File: src/hw/vq_pkg.sv
/*
 * Victim queue shared definitions
 * Slot array and cache line geometry, plus the payload structs of every channel
 */
`default_nettype none

package vq_pkg;

    // Queue geometry
    localparam int VQ_DEPTH     = 4;
    localparam int VQ_IDX_W     = $clog2(VQ_DEPTH);

    // Addressing and line layout
    localparam int ADDR_W       = 32;
    localparam int LINE_BYTES   = 16;
    localparam int LINE_W       = LINE_BYTES * 8;
    localparam int OFFSET_W     = $clog2(LINE_BYTES);
    localparam int TAG_W        = ADDR_W - OFFSET_W;

    // Load word returned by a lookup
    localparam int DATA_BYTES   = 4;
    localparam int DATA_W       = DATA_BYTES * 8;

    // Enough for the 7 credits memory may have outstanding
    localparam int MEM_CREDIT_W = 3;

    // Evicted line from the data cache, offset bits of addr are don't care
    typedef struct packed {
        logic [ADDR_W-1:0] addr;
        logic [LINE_W-1:0] line;
    } victim_t;

    typedef struct packed {
        logic              valid;
        logic [TAG_W-1:0]  tag;
        logic [LINE_W-1:0] line;
    } vq_slot_t;

    typedef struct packed {
        logic [ADDR_W-1:0]     addr;
        logic [DATA_BYTES-1:0] byte_sel;
    } lookup_req_t;

    typedef struct packed {
        logic              hit;
        logic [DATA_W-1:0] data;
    } lookup_resp_t;

    // Writeback to memory, addr is always line aligned
    typedef struct packed {
        logic [ADDR_W-1:0] addr;
        logic [LINE_W-1:0] line;
    } wb_req_t;

endpackage

`default_nettype wire

File: src/hw/victim_queue.sv
/*
 * Victim queue top level
 * Evicted data cache lines wait here for writeback and stay visible to loads
 */
`timescale 1ns/1ps
`default_nettype none

module victim_queue import vq_pkg::*; (
    input  wire logic   i_clk,
    input  wire logic   i_rst,

    // Victims from the data cache
    input  wire logic   i_victim_valid,
    input  victim_t     i_victim,
    output logic        o_victim_credit,

    // Load lookup
    input  wire logic   i_lookup_valid,
    input  lookup_req_t i_lookup,
    output lookup_resp_t o_lookup_resp,

    // Writeback to memory
    input  wire logic   i_mem_credit,
    output logic        o_wb_valid,
    output wb_req_t     o_wb
);

    logic [VQ_DEPTH-1:0] alloc_en;
    logic [TAG_W-1:0]    alloc_tag;
    logic [LINE_W-1:0]   alloc_line;
    logic [VQ_DEPTH-1:0] free_en;
    logic [TAG_W-1:0]    lookup_tag;
    logic [VQ_DEPTH-1:0] slot_hit;
    vq_slot_t            slots [VQ_DEPTH];

    vq_intake u_intake (
        .i_clk          (i_clk),
        .i_rst          (i_rst),
        .i_victim_valid (i_victim_valid),
        .i_victim       (i_victim),
        .o_alloc_en     (alloc_en),
        .o_alloc_tag    (alloc_tag),
        .o_alloc_line   (alloc_line)
    );

    for (genvar i = 0; i < VQ_DEPTH; i++) begin : gen_slot
        vq_entry u_entry (
            .i_clk        (i_clk),
            .i_rst        (i_rst),
            .i_alloc_en   (alloc_en[i]),
            .i_alloc_tag  (alloc_tag),
            .i_alloc_line (alloc_line),
            .i_free_en    (free_en[i]),
            .i_lookup_tag (lookup_tag),
            .o_slot       (slots[i]),
            .o_hit        (slot_hit[i])
        );
    end

    vq_lookup u_lookup (
        .i_clk          (i_clk),
        .i_rst          (i_rst),
        .i_lookup_valid (i_lookup_valid),
        .i_lookup       (i_lookup),
        .i_hit          (slot_hit),
        .i_slots        (slots),
        .o_lookup_tag   (lookup_tag),
        .o_lookup_resp  (o_lookup_resp)
    );

    vq_writeback u_writeback (
        .i_clk           (i_clk),
        .i_rst           (i_rst),
        .i_mem_credit    (i_mem_credit),
        .i_slots         (slots),
        .o_free_en       (free_en),
        .o_wb_valid      (o_wb_valid),
        .o_wb            (o_wb),
        .o_victim_credit (o_victim_credit)
    );

endmodule

`default_nettype wire

File: src/hw/vq_entry.sv
/*
 * Victim queue slot
 * Holds one evicted line and compares its tag against the lookup tag
 */
`timescale 1ns/1ps
`default_nettype none

module vq_entry import vq_pkg::*; (
    input  wire logic              i_clk,
    input  wire logic              i_rst,

    input  wire logic              i_alloc_en,
    input  wire logic [TAG_W-1:0]  i_alloc_tag,
    input  wire logic [LINE_W-1:0] i_alloc_line,

    input  wire logic              i_free_en,

    input  wire logic [TAG_W-1:0]  i_lookup_tag,
    output vq_slot_t               o_slot,
    output logic                   o_hit
);

    logic              slot_valid;
    logic [TAG_W-1:0]  slot_tag;
    logic [LINE_W-1:0] slot_line;

    // Allocate and free never land on the same slot in one edge
    always_ff @(posedge i_clk) begin
        if (i_rst) begin
            slot_valid <= 1'b0;
        end else if (i_alloc_en) begin
            slot_valid <= 1'b1;
        end else if (i_free_en) begin
            slot_valid <= 1'b0;
        end
    end

    always_ff @(posedge i_clk) begin
        if (i_alloc_en) begin
            slot_tag  <= i_alloc_tag;
            slot_line <= i_alloc_line;
        end
    end

    assign o_slot = '{valid: slot_valid, tag: slot_tag, line: slot_line};

    // A stale tag in a freed slot must never hit
    assign o_hit = slot_valid && (slot_tag == i_lookup_tag);

endmodule

`default_nettype wire

File: src/hw/vq_intake.sv
/*
 * Victim queue intake
 * Owns the tail pointer and steers each accepted victim into its slot
 */
`timescale 1ns/1ps
`default_nettype none

module vq_intake import vq_pkg::*; (
    input  wire logic              i_clk,
    input  wire logic              i_rst,

    input  wire logic              i_victim_valid,
    input  victim_t                i_victim,

    output logic [VQ_DEPTH-1:0]    o_alloc_en,
    output logic [TAG_W-1:0]       o_alloc_tag,
    output logic [LINE_W-1:0]      o_alloc_line
);

    logic [VQ_IDX_W-1:0] tail;
    logic [VQ_DEPTH-1:0] tail_onehot;

    // No full check here, the cache only sends while it holds a credit
    always_ff @(posedge i_clk) begin
        if (i_rst) begin
            tail <= '0;
        end else if (i_victim_valid) begin
            tail <= tail + 1'b1;
        end
    end

    // Tail pointer as a one-hot slot select
    always_comb begin
        tail_onehot = '0;
        tail_onehot[tail] = 1'b1;
    end

    assign o_alloc_en = i_victim_valid ? tail_onehot : '0;

    // Slots keep only the tag, the line offset is dropped
    assign o_alloc_tag  = i_victim.addr[ADDR_W-1:OFFSET_W];
    assign o_alloc_line = i_victim.line;

endmodule

`default_nettype wire

File: src/hw/vq_lookup.sv
/*
 * Victim queue lookup
 * Associative search over the slots, byte-selected word extraction, registered response
 */
`timescale 1ns/1ps
`default_nettype none

module vq_lookup import vq_pkg::*; (
    input  wire logic              i_clk,
    input  wire logic              i_rst,

    input  wire logic              i_lookup_valid,
    input  lookup_req_t            i_lookup,

    input  wire logic [VQ_DEPTH-1:0] i_hit,
    input  vq_slot_t               i_slots [VQ_DEPTH],

    output logic [TAG_W-1:0]       o_lookup_tag,
    output lookup_resp_t           o_lookup_resp
);

    logic [OFFSET_W-1:0]      lookup_offset;
    logic [VQ_IDX_W-1:0]      hit_idx;
    logic [LINE_W+DATA_W-1:0] padded_line;
    logic [DATA_W-1:0]        word;
    logic                     hit_d;
    logic [DATA_W-1:0]        data_d;
    logic                     resp_hit;
    logic [DATA_W-1:0]        resp_data;

    assign o_lookup_tag  = i_lookup.addr[ADDR_W-1:OFFSET_W];
    assign lookup_offset = i_lookup.addr[OFFSET_W-1:0];

    // Encode the hit vector since at most one slot matches a given tag
    always_comb begin
        hit_idx = '0;
        for (int i = 0; i < VQ_DEPTH; i++) begin
            if (i_hit[i]) begin
                hit_idx = VQ_IDX_W'(i);
            end
        end
    end

    // Zero padding above the line so lanes past its end read as zero
    assign padded_line = {{DATA_W{1'b0}}, i_slots[hit_idx].line};

    // Byte j of the word comes from line byte offset+j when selected
    always_comb begin
        word = '0;
        for (int j = 0; j < DATA_BYTES; j++) begin
            if (i_lookup.byte_sel[j]) begin
                word[j*8 +: 8] = padded_line[(int'(lookup_offset) + j)*8 +: 8];
            end
        end
    end

    assign hit_d  = i_lookup_valid && (i_hit != '0);
    assign data_d = hit_d ? word : '0;

    always_ff @(posedge i_clk) begin
        if (i_rst) begin
            resp_hit <= 1'b0;
        end else begin
            resp_hit <= hit_d;
        end
    end

    // Response word for the request taken at this edge
    always_ff @(posedge i_clk) begin
        resp_data <= data_d;
    end

    assign o_lookup_resp = '{hit: resp_hit, data: resp_data};

endmodule

`default_nettype wire

File: src/hw/vq_writeback.sv
/*
 * Victim queue writeback
 * Drains the oldest slot to memory under memory credits and returns victim credits
 */
`timescale 1ns/1ps
`default_nettype none

module vq_writeback import vq_pkg::*; (
    input  wire logic              i_clk,
    input  wire logic              i_rst,

    input  wire logic              i_mem_credit,
    input  vq_slot_t               i_slots [VQ_DEPTH],

    output logic [VQ_DEPTH-1:0]    o_free_en,
    output logic                   o_wb_valid,
    output wb_req_t                o_wb,
    output logic                   o_victim_credit
);

    logic [VQ_IDX_W-1:0]     head;
    logic [VQ_DEPTH-1:0]     head_onehot;
    logic [MEM_CREDIT_W-1:0] mem_credits;
    vq_slot_t                head_slot;

    assign head_slot = i_slots[head];

    // Issue whenever the oldest line is present and memory can take it
    assign o_wb_valid = head_slot.valid && (mem_credits != '0);
    assign o_wb = '{addr: {head_slot.tag, {OFFSET_W{1'b0}}}, line: head_slot.line};

    always_comb begin
        head_onehot = '0;
        head_onehot[head] = 1'b1;
    end

    assign o_free_en = o_wb_valid ? head_onehot : '0;

    always_ff @(posedge i_clk) begin
        if (i_rst) begin
            head <= '0;
        end else if (o_wb_valid) begin
            head <= head + 1'b1;
        end
    end

    // Credit in and issue may coincide and then cancel
    always_ff @(posedge i_clk) begin
        if (i_rst) begin
            mem_credits <= '0;
        end else begin
            case ({i_mem_credit, o_wb_valid})
                2'b10:   mem_credits <= mem_credits + 1'b1;
                2'b01:   mem_credits <= mem_credits - 1'b1;
                default: mem_credits <= mem_credits;
            endcase
        end
    end

    // One victim credit back to the cache per freed slot
    always_ff @(posedge i_clk) begin
        if (i_rst) begin
            o_victim_credit <= 1'b0;
        end else begin
            o_victim_credit <= o_wb_valid;
        end
    end

endmodule

`default_nettype wire

File: config.mk
export PLATFORM = sky130hd
export DESIGN_NAME = victim_queue
export DESIGN_NICKNAME = d
export VERILOG_FILES = /design/src/hw/vq_pkg.sv /design/src/hw/victim_queue.sv /design/src/hw/vq_entry.sv /design/src/hw/vq_intake.sv /design/src/hw/vq_lookup.sv /design/src/hw/vq_writeback.sv
export SDC_FILE = /design/constraint.sdc
export NUM_CORES = 1
export LEC_CHECK = 0
export BUFFER_PORTS_ARGS = -buffer_cell sky130_fd_sc_hd__buf_2
export CAP_MARGIN = 20
export CORE_MARGIN = 1.5
export CORE_UTILIZATION = 50
export CTS_BUF_LIST = sky130_fd_sc_hd__clkbuf_8
export DETAILED_ROUTE_END_ITERATION = 8
export MAX_ROUTING_LAYER = met4
export PLACE_DENSITY = 0.7
export SETUP_SLACK_MARGIN = 0.02
export SYNTH_ARGS = -nofsm -noshare
export SYNTH_HDL_FRONTEND = slang
export SYNTH_SLANG_ARGS = --single-unit
File: constraint.sdc
create_clock -name i_clk -period 6.6 [get_ports i_clk]
set_input_delay 0.33 -clock i_clk [delete_from_list [all_inputs] [get_ports i_clk]]
set_output_delay 0.33 -clock i_clk [all_outputs]
set_load 0.1 [all_outputs]
# --- Yosys cells after proc, flatten, opt, wreduce, memory -nomap -nowiden ---
# Index checks and enable logic that the tools add are counted.
totals:
  reg_bits: 669
  input_bits: 201
  out_inout_bits: 195
  wordCells: 89
classes:
  addsub: 7
  n_lt_le_gt_ge: 6
  n_eq_ne: 6
  n_shift: 4
  mux: 24
  bitwise: 2
  reduce_logical: 19
ops:
  columns: ["op", "n"]
  rows:
  - ["157-bit binary-select mux with 2-bit select", 2]
  - ["160-bit by 32-bit variable part select with 8-bit output", 3]
  - ["157-bit 2-to-1 mux", 2]
  - ["128-bit 2-to-1 mux", 2]
  - ["160-bit by 8-bit variable part select with 8-bit output", 1]
  - ["28-bit == test", 4]
  - ["1-bit 2-to-1 mux", 11]
  - ["4-bit by 2-bit adder with 5-bit output (second input constant)", 2]
  - ["2-bit nonzero test", 5]
  - ["1-bit logical AND", 8]
  - ["4-bit 2-to-1 mux", 2]
  - ["2-bit AND reduction", 4]
  - ["3-bit >= comparator (second input constant)", 2]
  - ["2-bit by 3-bit < comparator with 1-bit output (second input constant)", 2]
  - ["2-bit NOT with 3-bit output", 2]
  - ["3-bit case mux with 2 select lines", 1]
  - ["4-bit by 1-bit adder with 5-bit output (second input constant)", 1]
  - ["2-bit by 1-bit adder with 2-bit output (second input constant)", 2]
  - ["1-bit demux with 2-bit select", 2]
  - ["2-bit by 1-bit >= comparator with 1-bit output (second input constant)", 2]
  - ["2-bit 2-to-1 mux", 2]
  - ["4-bit nonzero test", 1]
  - ["3-bit by 1-bit adder with 3-bit output (second input constant)", 1]
  - ["3-bit nonzero test", 1]
  - ["3 further kinds", 3]

# --- Depth between registers and ports, before layout ---
logic_depth:
  depth_word: 10
  depth_mapped: 15
  mapped_depth_nobuf: 9

# --- Cells and area by module ---
# A second synthesis with hierarchy kept.
hier_totals:
  hier_cells: 2285
  area_unflattened_um2: 33819.9
by_module_without_submodules:
  columns: ["mod", "n_inst", "cells_each", "area_per_inst_um2", "seq_area_each_um2"]
  rows:
  - ["vq_entry", 4, 199, 5036.1, 4704.5]
  - ["vq_lookup", 1, 1075, 8171.6, 660.6]
  - ["vq_writeback", 1, 242, 4179.0, 120.1]
  - ["vq_intake", 1, 172, 1325.0, 40.0]

# --- Worst setup path before layout ---
# No wires, ideal clock.
synth_path:
  kind: "register to register"
  startpoint: "register u_intake.tail[0]"
  endpoint: "register gen_slot[0].u_entry.slot_line[0], enable pin"
  setup_time_ns: 0.535
  t_arrival_ns: 4.123
  t_required_ns: 6.065
  setup_slack_ns: 1.942
  path_stages_with_launch: 4
  path_buffers: 0
  synth_period_minus_slack_ns: 4.658
  path_cell_list: "dfxtp_1 > inv_1 > ha_1 > and2_1"
synth_between:
  elab_chain_cells: 5
  word_cells_on_any_way: 6
  cone_classes: "order compare: 2; mux: 3; reduce/logical: 1"
synth_rtl:
  columns: ["item", "line_no", "source"]
  rows:
  - ["start: declaration", "vq_intake.sv:20", "logic [VQ_IDX_W-1:0] tail;"]
  - ["start signal: assignment", "vq_intake.sv:28", "tail <= tail + 1'b1;"]
  - ["2-bit by 3-bit < comparator with 1-bit output (implied by the code) / 2-bit by 1-bit >= comparator with 1-bit output (equally long branches)", "vq_intake.sv:35", "tail_onehot[tail] = 1'b1;"]
  - ["1-bit logical AND (implied by the code)", "vq_intake.sv:35", null]
  - ["1-bit 2-to-1 mux (implied by the code)", "vq_intake.sv:35", null]
  - ["1-bit demux with 2-bit select (*)", null, null]
  - ["4-bit 2-to-1 mux (*)", "vq_intake.sv:38", "assign o_alloc_en = i_victim_valid ? tail_onehot : '0;"]
  - ["net gen_slot[0].u_entry.i_alloc_en", "vq_entry.sv:12", "input wire logic i_alloc_en,"]
  - ["end signal: assignment", "vq_entry.sv:41", "slot_line <= i_alloc_line;"]
  - ["end: declaration", "vq_entry.sv:25", "logic [LINE_W-1:0] slot_line;"]
# Mark *: on every way through the listed nets, which the timed path passes. The rest lies on a longest branch.
# A chain may end at the register's enable or synchronous reset.

# --- Final worst setup path ---
layout_path:
  startpoint: "register gen_slot[1].u_entry.slot_tag[7]"
  endpoint: "register u_lookup.resp_data[13]"
layout_between:
  elab_chain_cells: 10
  word_cells_on_any_way: 13
  cone_classes: "eq/ne: 1; shift: 1; mux: 6; bitwise: 1; reduce/logical: 4"
layout_rtl:
  columns: ["item", "line_no", "source"]
  rows:
  - ["start: declaration", "vq_entry.sv:24", "logic [TAG_W-1:0] slot_tag;"]
  - ["start signal: assignment", "vq_entry.sv:40", "slot_tag <= i_alloc_tag;"]
  - ["28-bit == test (*)", "vq_entry.sv:48", "assign o_hit = slot_valid && (slot_tag == i_lookup_tag);"]
  - ["1-bit logical AND (*)", "vq_entry.sv:48", null]
  - ["1-bit 2-to-1 mux", "vq_lookup.sv:38", "if (i_hit[i]) begin"]
  - ["2-bit 2-to-1 mux (2 in series)", "vq_lookup.sv:38", null]
  - ["2-bit NOT with 3-bit output (implied by the code)", "vq_lookup.sv:45", "assign padded_line = {{DATA_W{1'b0}}, i_slots[hit_idx].line};"]
  - ["157-bit binary-select mux with 2-bit select", "vq_lookup.sv:45", null]
  - ["128-bit 2-to-1 mux (implied by the code) (2 in series)", "vq_lookup.sv:45", null]
  - ["160-bit by 32-bit variable part select with 8-bit output", "vq_lookup.sv:52", "word[j*8 +: 8] = padded_line[(int'(lookup_offset) + j)*8 +: 8];"]
  - ["end signal: assignment", "vq_lookup.sv:70", "resp_data <= data_d;"]
  - ["end: declaration", "vq_lookup.sv:29", "logic [DATA_W-1:0] resp_data;"]
# Mark *: on every way between the ends. The rest lies on a longest branch, timed or not. The select of a mux whose other input is x is not followed.

==> impl_metrics.tcl <==
set metrics [dict create \
    status "complete, no violations" \
    skew_ns 0.0502 \
    antenna_found_initial 15 \
    syn2layout_area_growth_pct 19.5 \
    synth_top_area_cell "edfxtp_1" \
    internal_power_mw 7.28 \
    cts_buffers 113 \
    synth_area_per_cell_um2 14.3 \
    grt_pass1_wl_um 175000 \
    nFillCells 5252 \
    clk_path_buf_depth 3 \
    grt_max_degree 89 \
    worstPathMaxFanout 22 \
    muxShareOfSynthArea 0.167 \
    finalSetupViolations 0 \
    cts_tree "done" \
    first_iter_violations 3667 \
    viasPerCell 6.77 \
    ant_nets 0 \
    postCtsSetupRepairBufs 0 \
    synth-async-reset-ratio 0 \
    rr_endpoint "u_lookup.resp_data[13]" \
    fin_crit_sh 0.755 \
    htreeDepth 3 \
    syn_inst 2367 \
    cts_root_buf "clkbuf_8" \
    grtUsageTotal 0.352 \
    start_kind "flip-flop" \
    dpl.hpwl_um 79700 \
    pwr-share-clk 0.310 \
    worstSetupEndpointType "flip-flop" \
    boundaryPins 396 \
    p_sw_mw 4.04 \
    hold_depth 5 \
    port_buffers 387 \
    yosys_warnings 0 \
    clock_latency_ns 0.77 \
    required_ns 7.28 \
    nets 3101 \
    routed_wl_um 120000 \
    finalWeightedCongestion 0.989 \
    seq_power_share 0.440 \
    synthDominantCellAreaShare 0.554 \
    cp_slowest_cell "a221oi_1" \
    vdd_drop_max_uv 184 \
    synth-simple-area-share 0.0674 \
    fin_tns_setup_ns 0 \
    p_leak_nw 14.3 \
    fin_crit_ns 4.98 \
    fp.dieH_um 263 \
    layout-drive-gt1-share 0.281 \
    p_per_area_mw_per_mm2 280 \
    wl_per_cell_um 31.1 \
    grt_overflow 0 \
    synth_seq_cells 669 \
    setup_slack_ns 1.62 \
    final_common_cell "edfxtp_1" \
    hold_start "i_mem_credit" \
    drc 0 \
    slowest_delay_ns 1.06 \
    synth_edf_count 624 \
    cp.arrival_ns 5.66 \
    fmax_mhz 201 \
    finalHoldViolations 0 \
    power_frac_comb 0.251 \
    ctsHoldBuffers 159 \
    rows 95 \
    rsz0062_at_grt "false" \
    r2r_start "gen_slot[1].u_entry.slot_tag[7]" \
    synth_top_family_by_area "multiplexers" \
    post-route-util 0.603 \
    power_mw 11.3 \
    die_area_mm2 0.0693 \
    vias 26200 \
    synth_xor_area_frac 0.0299 \
    path_clk_slew_ns 0.07 \
    synth_cell_types 85 \
    worst_slew_pin_slew_ns 1.28 \
    crit_chain "xor2_1, nor4_1, nand4_1, nor3_4, buf_4, mux2i_1, a221oi_1, o22ai_1, a2111oi_0, o221a_1" \
    final_cell_mix "edfxtp_1 (624), buf_2 (385), mux4_2 (196)" \
    slew_headroom 0.145 \
    place_ws_ns 1.82 \
    start_util 0.505 \
    worstHoldPathType "input port to flip-flop" \
    ys_seq_area_frac 0.580 \
    core-area_mm2 0.0670 \
    cts_sinks 669 \
    netlist_area_mm2 0.0338 \
    firstDrtPassIters 6 \
    r2r_setup_slack_ns 1.62 \
    die_w_um 263 \
    swShare 0.357 \
    synth_compound_area_frac 0.120 \
    path_class "flip-flop to flip-flop" \
    ys.flop_type "edfxtp_1" \
    synthTopCellsByArea "edfxtp_1 (55%), mux4_2 (13%), mux2i_1 (3.0%)" \
    ctsResizeCount 0 \
    reg2regPathDepth 10 \
    grt_pass1_vias 26000 \
    drv_slew 0 \
    synth_fa_ha_area_frac 0.00392 \
    maxCapViolCount 0 \
    whs_endpoint "u_writeback.mem_credits[0]" \
]
-- cells in the mapped netlist, types with 10 or more instances --
master and n:
a211oi_1 49, a21o_1 10, a21oi_1 57, a221o_1 38
a221oi_1 32, a22oi_1 11, a311o_1 14, a311oi_1 14
a31oi_1 37, and2_1 19, buf_1 44, buf_2 19
clkbuf_1 125, dfxtp_1 45, edfxtp_1 624, inv_1 68
mux2_2 20, mux2i_1 100, mux4_2 196, nand2_1 98
nand3_1 30, nand4_1 73, nor2_1 115, nor3_1 62
nor4_1 25, o21ai_0 27, o21ai_1 16, o221ai_1 13
o22ai_1 13, o31a_1 24, o31ai_1 53, xnor2_1 57
xor2_1 55
-- power groups by stage --
stage	registers [mW]	logic, mW	clock network [mW]
after global routing	4.99	2.90	3.71
after global placement	5.05	2.71	0
after floorplan	5.02	2.12	0
final	4.98	2.84	3.51
after CTS	4.97	2.81	3.54
after detailed placement	5.06	2.72	0
-- final cells by class --
| cell class | count | area, µm² | share of cell area |
|---|---|---|---|
| multi-input combinational | 1433 | 13200 | 0.327 |
| inverter | 70 | 263 | 0.00650 |
| tap | 873 | 1090 | 0.0270 |
| sequential | 669 | 19600 | 0.486 |
| clock inverter | 93 | 510 | 0.0126 |
| clock buffer | 117 | 1610 | 0.0398 |
| timing repair buffer | 603 | 4070 | 0.101 |
| antenna | 13 | 32.5 | 0.000804 |
-- cell families after synthesis --
logic type | count (synthesis)
flops | 669
compound gates | 526
simple gates | 463
mux | 316
buf+inv | 268
xor+xnor | 114
fa+ha+maj | 10
other cells | 1
-- state kept, by name (all words and copies together) (netlist names) --
register / cells
gen_slot.u_entry.slot_valid: 4
u_lookup.resp_data: 32
u_intake.tail: 2
u_writeback.o_victim_credit: 1
gen_slot.u_entry.slot_line: 512
u_lookup.resp_hit: 1
gen_slot.u_entry.slot_tag: 112
u_writeback.mem_credits: 3
u_writeback.head: 2
-- layer usage --
layer | part of all wire | routed length (µm) | GRT usage
met3 | 0.11 | 12900 | 0.0763
met1 | 0.37 | 44900 | 0.456
met5 | 0 | 0 | -
met4 | 0.049 | 5860 | 0.153
met2 | 0.47 | 56600 | 0.539
-- critical path: cells and delay by family (launching register included) --
| kind | cells | cell delay, ns |
|---|---|---|
| buffers and inverters | 1 | 0.50 |
| DFF | 1 | 0.40 |
| muxes | 1 | 0.15 |
| and+or+nand+nor | 3 | 1.53 |
| xor gates and xnor gates | 1 | 0.19 |
| AOI/OAI and AO/OA | 4 | 2.02 |
-- per-stage QoR --
stage,std cells,hold slack [ns],instance area [µm²]
after global routing,3870,0.156,40400
final,3871,0.149,40400
after global placement,3488,0.468,36700
after detailed placement,3488,0.482,36700
after CTS,3857,0.104,40400
after floorplan,2370,0.399,33900
-- how the worst max path moves through the flow --
stage	start	to	slack (ns)	cells after the start
after floorplan	u_intake.tail[0]	gen_slot[0].u_entry.slot_line[0]	1.94	3
after CTS	gen_slot[2].u_entry.slot_tag[16]	u_lookup.resp_data[21]	1.83	9
after global placement	i_lookup[24]	u_lookup.resp_data[1]	1.83	11
final	gen_slot[1].u_entry.slot_tag[7]	u_lookup.resp_data[13]	1.62	10
after detailed placement	i_lookup[20]	u_lookup.resp_data[28]	1.82	11
after global routing	gen_slot[1].u_entry.slot_tag[0]	u_lookup.resp_data[25]	1.55	10
No activity file was read; power rests on OpenSTA's default activity.
